### src/verilog/pow_pkg.sv
package pow_pkg;

    // --------------------------------------------------
    // Widths

    // Base comes straight from the board switches
    localparam int w_base   = 8;

    // Fifth power of an 8-bit base needs five times the width
    localparam int w_result = 5 * w_base;

    // Display geometry, one hex nibble per digit
    localparam int n_digit  = 8;
    localparam int w_shown  = 4 * n_digit;

    // --------------------------------------------------
    // Exponent selection, encoded as read from key[2:1]

    typedef enum logic [1:0] {
        op_pow5   = 2'b00,
        op_square = 2'b01,
        op_cube   = 2'b10,
        op_pow4   = 2'b11
    } pow_op_e;

    // --------------------------------------------------
    // Pipeline payloads

    // Launch request from decode
    typedef struct packed {
        pow_op_e             op;
        logic [w_base - 1:0] base;
    } pow_req_t;

    // One stage of the multiply pipeline
    typedef struct packed {
        pow_op_e               op;
        logic [w_base   - 1:0] base;
        logic [w_result - 1:0] acc;   // partial power so far
    } pow_stage_t;

endpackage

### src/verilog/pow_decode.sv
`timescale 1ns/10ps

module pow_decode (
    input  logic              slow_clk,
    input  logic              rst,

    // Board inputs
    input  logic [3:0]        key,
    input  logic [7:0]        sw,

    // Launch request towards the pipeline
    output pow_pkg::pow_req_t req,
    output logic              req_valid
);

    import pow_pkg::*;

    // --------------------------------------------------
    // Launch decode

    logic     launch;
    pow_req_t launch_req;

    // Key 0 is the launch key, held level gives one launch per cycle
    assign launch = key[0];

    // Exponent code sits on key[2:1], both released means fifth power
    always_comb begin
        launch_req.op   = pow_op_e'(key[2:1]);
        launch_req.base = w_base'(sw);
    end

    // --------------------------------------------------
    // Registers

    // Strobe follows the launch key one cycle later
    always_ff @(posedge slow_clk or posedge rst) begin
        if (rst) begin
            req_valid <= 1'b0;
        end
        else begin
            req_valid <= launch;
        end
    end

    // Payload only captured on a launch
    always_ff @(posedge slow_clk) begin
        if (launch) begin
            req <= launch_req;
        end
    end

endmodule

### src/verilog/pow_execute.sv
`timescale 1ns/10ps

module pow_execute (
    input  logic                slow_clk,
    input  logic                rst,

    // Launch request from decode
    input  pow_pkg::pow_req_t   req,
    input  logic                req_valid,

    // Final stage and the valid flag of every stage
    output pow_pkg::pow_stage_t out,
    output logic [3:0]          stage_valid
);

    import pow_pkg::*;

    // --------------------------------------------------
    // Exponent of each op code

    function automatic logic [2:0] op_exponent(input pow_op_e op);
        case (op)
            op_square: return 3'd2;
            op_cube:   return 3'd3;
            op_pow4:   return 3'd4;
            default:   return 3'd5;
        endcase
    endfunction

    // --------------------------------------------------
    // Pipeline storage

    // Index 0 holds stage 1, index 3 holds stage 4
    pow_stage_t stage_q [4];
    logic [3:0] valid_q;

    // Valid flags shift along with the data, no stall
    always_ff @(posedge slow_clk or posedge rst) begin
        if (rst) begin
            valid_q <= '0;
        end
        else begin
            valid_q <= {valid_q[2:0], req_valid};
        end
    end

    // --------------------------------------------------
    // Stage 1, every op needs at least the square

    pow_stage_t first_d;

    always_comb begin
        first_d.op   = req.op;
        first_d.base = req.base;
        first_d.acc  = w_result'(req.base) * w_result'(req.base);
    end

    always_ff @(posedge slow_clk) begin
        if (req_valid) begin
            stage_q[0] <= first_d;
        end
    end

    // --------------------------------------------------
    // Stages 2 to 4

    // Stage k+1 multiplies once more while the exponent is still above it
    for (genvar k = 1; k < 4; k++) begin : g_stage
        pow_stage_t stage_d;
        logic       mul_en;

        assign mul_en = op_exponent(stage_q[k - 1].op) > 3'(k + 1);

        always_comb begin
            stage_d = stage_q[k - 1];
            if (mul_en) begin
                stage_d.acc = stage_q[k - 1].acc * w_result'(stage_q[k - 1].base);
            end
        end

        always_ff @(posedge slow_clk) begin
            if (valid_q[k - 1]) begin
                stage_q[k] <= stage_d;
            end
        end
    end

    // --------------------------------------------------
    // Outputs

    // acc of the last stage is base to the selected power
    assign out         = stage_q[3];
    assign stage_valid = valid_q;

endmodule

### src/verilog/pow_result.sv
`timescale 1ns/10ps

module pow_result (
    input  logic                slow_clk,
    input  logic                rst,

    // Last pipeline stage
    input  pow_pkg::pow_stage_t out_stage,
    input  logic                out_valid,

    // Status of the value on display
    output pow_pkg::pow_op_e    shown_op,
    output logic                overflow,

    // Multiplexed seven-segment display
    output logic [7:0]          abcdefgh,
    output logic [7:0]          digit
);

    import pow_pkg::*;

    // --------------------------------------------------
    // Hold register

    logic [w_shown - 1:0] shown_value;
    logic                 wide_result;

    // Anything above the shown 32 bits means the display is truncated
    assign wide_result = |out_stage.acc[w_result - 1:w_shown];

    always_ff @(posedge slow_clk or posedge rst) begin
        if (rst) begin
            shown_value <= '0;
            shown_op    <= op_pow5;
            overflow    <= 1'b0;
        end
        else if (out_valid) begin
            shown_value <= out_stage.acc[w_shown - 1:0];
            shown_op    <= out_stage.op;
            overflow    <= wide_result;
        end
    end

    // --------------------------------------------------
    // Digit scan

    logic [$clog2(n_digit) - 1:0] scan_idx;

    // One digit per cycle, wraps after the last one
    always_ff @(posedge slow_clk or posedge rst) begin
        if (rst) begin
            scan_idx <= '0;
        end
        else begin
            scan_idx <= scan_idx + 1'b1;
        end
    end

    // Digit i shows nibble i
    assign digit = n_digit'(1) << scan_idx;

    // --------------------------------------------------
    // Hex font

    logic [3:0] nibble;
    logic [6:0] seg;

    assign nibble = shown_value[4 * scan_idx +: 4];

    // Segments in a..g order
    always_comb begin
        case (nibble)
            4'h0: seg = 7'b1111110;
            4'h1: seg = 7'b0110000;
            4'h2: seg = 7'b1101101;
            4'h3: seg = 7'b1111001;
            4'h4: seg = 7'b0110011;
            4'h5: seg = 7'b1011011;
            4'h6: seg = 7'b1011111;
            4'h7: seg = 7'b1110000;
            4'h8: seg = 7'b1111111;
            4'h9: seg = 7'b1111011;
            4'ha: seg = 7'b1110111;
            4'hb: seg = 7'b0011111;
            4'hc: seg = 7'b1001110;
            4'hd: seg = 7'b0111101;
            4'he: seg = 7'b1001111;
            default: seg = 7'b1000111;
        endcase
    end

    // Dot segment stays dark
    assign abcdefgh = {seg, 1'b0};

endmodule

### src/verilog/pow_top.sv
`timescale 1ns/10ps

module pow_top (
    input  logic       slow_clk,
    input  logic       rst,

    // Keys, switches, LEDs
    input  logic [3:0] key,
    input  logic [7:0] sw,
    output logic [7:0] led,

    // Seven-segment display
    output logic [7:0] abcdefgh,
    output logic [7:0] digit
);

    import pow_pkg::*;

    // --------------------------------------------------
    // Internal connections

    pow_req_t   req;
    logic       req_valid;
    pow_stage_t out;
    logic [3:0] stage_valid;
    pow_op_e    shown_op;
    logic       overflow;

    // --------------------------------------------------
    // Blocks

    pow_decode i_decode (
        .slow_clk  ( slow_clk  ),
        .rst       ( rst       ),
        .key       ( key       ),
        .sw        ( sw        ),
        .req       ( req       ),
        .req_valid ( req_valid )
    );

    pow_execute i_execute (
        .slow_clk    ( slow_clk    ),
        .rst         ( rst         ),
        .req         ( req         ),
        .req_valid   ( req_valid   ),
        .out         ( out         ),
        .stage_valid ( stage_valid )
    );

    pow_result i_result (
        .slow_clk  ( slow_clk       ),
        .rst       ( rst            ),
        .out_stage ( out            ),
        .out_valid ( stage_valid[3] ),
        .shown_op  ( shown_op       ),
        .overflow  ( overflow       ),
        .abcdefgh  ( abcdefgh       ),
        .digit     ( digit          )
    );

    // LEDs: launch strobe, stage valids, shown op, overflow
    assign led = {overflow, shown_op, stage_valid, req_valid};

endmodule
### config.mk
export PLATFORM = sky130hd
export DESIGN_NAME = pow_top
export DESIGN_NICKNAME = d
export VERILOG_FILES = /design/src/verilog/pow_pkg.sv /design/src/verilog/pow_decode.sv /design/src/verilog/pow_execute.sv /design/src/verilog/pow_result.sv /design/src/verilog/pow_top.sv
export SDC_FILE = /design/constraint.sdc
export NUM_CORES = 2
export LEC_CHECK = 0
export BUFFER_PORTS_ARGS = -buffer_cell sky130_fd_sc_hd__buf_2
export CORE_AREA = 2 2 267 269
export CTS_BUF_LIST = sky130_fd_sc_hd__clkbuf_8
export DETAILED_ROUTE_END_ITERATION = 12
export DIE_AREA = 0 0 269 271
export PLACE_DENSITY = 0.61
export RECOVER_POWER = 25
export SLEW_MARGIN = 20
export SYNTH_ARGS = -nofsm -noshare
export SYNTH_HDL_FRONTEND = slang
export SYNTH_SLANG_ARGS = --single-unit
### constraint.sdc
create_clock -name slow_clk -period 12.4 [get_ports slow_clk]
set_input_delay 1.86 -clock slow_clk [delete_from_list [all_inputs] [get_ports slow_clk]]
set_output_delay 1.86 -clock slow_clk [all_outputs]
set_load 0.03 [all_outputs]
==> metrics.txt <==
Syn. warnings=0; CP Class=reg2reg; core area=around 70,000 µm²; pin count of the biggest net entering global routing=71; Max Cap Violations=4; CP max FO=43; drt drc=0; final hold violations=0; Critical Path RT=12.69 ns; Post-DRT Antenna Nets=0; Final TNS setup=0 ns; number of library cell types mapped by synthesis=76; Clock Latency Late Sink=0.57 ns; total clock sinks=199; worst hold-check path type=reg2reg; CTS Hold Bufs=0; worst-margin pin slew=2.82 ns; htree depth=4; GR Overflow Total=0; hpwl dp=around 47,000 µm; Starting Density=around 40%; PortBufs=35; Overall Global Routing Usage=17.7%; die height=between 200 and 300 µm; FF+latch count, synth=just under 200; clk root buf=clkbuf_8; Post-synth EDFFs=156; DR WL/cell=16.4 µm; Initial DRC Count=just under 1,000; Post-CTS Setup Inserts=0; clk buf depth=2; CTS tree=done; register area share after synthesis=20.7%; Slew headroom=-88.2%; status=complete, but fails checks; CP Launch Type=register; Gate Count Post-Synth=2,784; crit path capture type=register; Die Wd=269 µm; io pins=38; Max Transition Viols Final=162; Netlist Area Pre-Place=27,800 µm²; Layout area overhead=5.68%; most common cell after layout, fill and taps aside=and2_1; die area=72,900 µm²; commonest non-fill, non-tap cells in the layout=471 x and2_1, 445 x fa_1, 425 x inv_1; gpl congestion=0.842; share of cells above drive strength 1=5.75%; vias=18,900; number of vias per cell=5.08; Final period util=53.4%; fmax=151 MHz; syn_area_per_cell=10.0 µm²; Min Clock Period, post-route=6.62 ns; Reg clk slew, reported paths=0.13 ns; Async SR Flop Fraction=a little over a fifth; post-cts sizing count=0; Setup-failing EPs final=0; final WL=between 60,000 and 70,000 µm; initial antenna violation count=1; failing checks=max-capacitance violations, max-slew violations; vias in the first global route=20,500; Final #Nets=3,412; ys flop type=edfxtp_1; total CTS buffers=17; detailed-router iteration count before antenna repair=5; Critical Path AT=6.92 ns; syn nets=roughly 3,400; first-pass GRT wire length=104,000 µm; FP Rows=between 90 and 100; clk_skew=roughly 0.027 ns; RSZ-0062 raised after global routing=no
==> final cells by class <==
cell class,instances,area [µm²]
Sequential cell,199,5760
Clock inverter,15,235
Multi-Input combinational cell,2055,20100
Timing Repair Buffer,54,315
Clock buffer,17,234
Tap cell,940,1180
Antenna cell,2,5.00
Fill cell,6650,40400
Inverter,427,1600
==> registers in the layout, summed over array words and instances, names as in the netlist <==
name and count:
i_result.shown_op 2, i_decode.req 10, i_decode.req_valid 1, i_execute.stage_valid 4, i_result.scan_idx 3, i_result.overflow 1
i_execute.stage_q 146, i_result.shown_value 32
==> synthesized netlist by cell type, types with 3 or more instances <==
cell type  instances  area share [%]
a211oi_1          15            0.40
a21o_1            40             1.1
a21oi_1           74             1.3
a21oi_2            4            0.13
a22oi_1            3           0.081
a31oi_1            8            0.18
a41oi_1            4            0.13
and2_1           471              11
and3_1             6            0.13
and4_1             5            0.16
buf_1              3           0.040
buf_2              3           0.054
buf_4              4            0.11
clkbuf_1          93             1.3
dfrtp_1           43             3.9
edfxtp_1         156              17
fa_1             445              32
ha_1             199             8.9
inv_1            425             5.7
mux2_2            39             1.6
mux2i_1            7            0.25
mux4_2             9            0.73
nand2_1          278             3.7
nand2b_1          13            0.29
nand3_1           14            0.25
nand4_1            5            0.11
nor2_1            73            0.98
nor2b_1           23            0.52
nor3_1            18            0.32
nor4_1             4           0.090
o211ai_1           8            0.22
o21a_1            23            0.62
o21ai_0           76             1.4
o21ai_1           22            0.40
o21bai_1           9            0.24
o22ai_1            3           0.067
o31a_1             4            0.13
o31ai_1           10            0.27
or2_2              6            0.13
or3_1              6            0.13
xnor2_1           50             1.6
xor2_1            38             1.2
==> metal layers <==
layer	vias up	global-route usage, %	wire (µm)
li1	8757	-	-
met1	9670	23.1	27200
met2	362	31.1	30700
met3	66	2.38	2100
met4	0	4.04	879
met5	-	0	0
==> cell families (layout without fill, tap and decap cells) <==
kind of cell    after synthesis  count (layout)  share of synthesized area [%]
compound gates              334             334                           7.94
xor+xnor                     88              88                           2.77
fa+ha+maj                   644             644                           40.9
buf+inv                     530             513                           7.21
flops                       199             199                           20.7
mux                          56              56                           2.61
other cells                   1               3                         0.0135
simple gates                932             932                           17.8
==> final timing paths <==
path | cells past startpoint | slack, ns | to | start
max reg2reg | 18 | 5.78 | i_execute.stage_q[3][36] | i_execute.stage_q[2][40]
min | 0 | 0.45 | i_execute.stage_q[0][49] | i_decode.req[9]
max in group asynchronous | 3 | 10.39 | i_result.shown_value[13] | rst
min in group asynchronous | 2 | 1.14 | i_execute.stage_valid[0] | rst
max | 18 | 5.78 | i_execute.stage_q[3][36] | i_execute.stage_q[2][40]
min reg2reg | 0 | 0.45 | i_execute.stage_q[0][49] | i_decode.req[9]
==> worst max-delay path: stages (launching register included) <==
cell and delay [ns]:
edfxtp_1 0.35, clkbuf_1 1.52, nand2_1 0.19, fa_1 0.53, fa_1 0.49, inv_1 0.05, fa_1 0.47, inv_1 0.05
fa_1 0.47, inv_1 0.04, ha_1 0.22, or3_1 0.34, o211a_1 0.27, a41o_1 0.31, a21oi_2 0.26, o21bai_1 0.14
a211oi_1 0.40, or3_1 0.17, a21oi_1 0.06
==> per-stage QoR <==
stage / hold WS, ns / instances / utilization [%] / cell area [µm²] / setup WS, ns
after floorplan: 0.400 / 2784 / - / 27800 / 7.44
after global placement: 0.407 / 3674 / 41.5 / 28900 / 6.60
after detailed placement: 0.422 / 3674 / 41.5 / 28900 / 6.54
after CTS: 0.451 / 3706 / 42.1 / 29400 / 6.51
after global routing: 0.462 / 3708 / 42.2 / 29400 / 5.39
final: 0.446 / 3709 / 42.2 / 29400 / 5.78
Power is left out: the tool's default activity adds up to more than one toggle a clock period on the data nets, which glitch-free logic cannot reach.
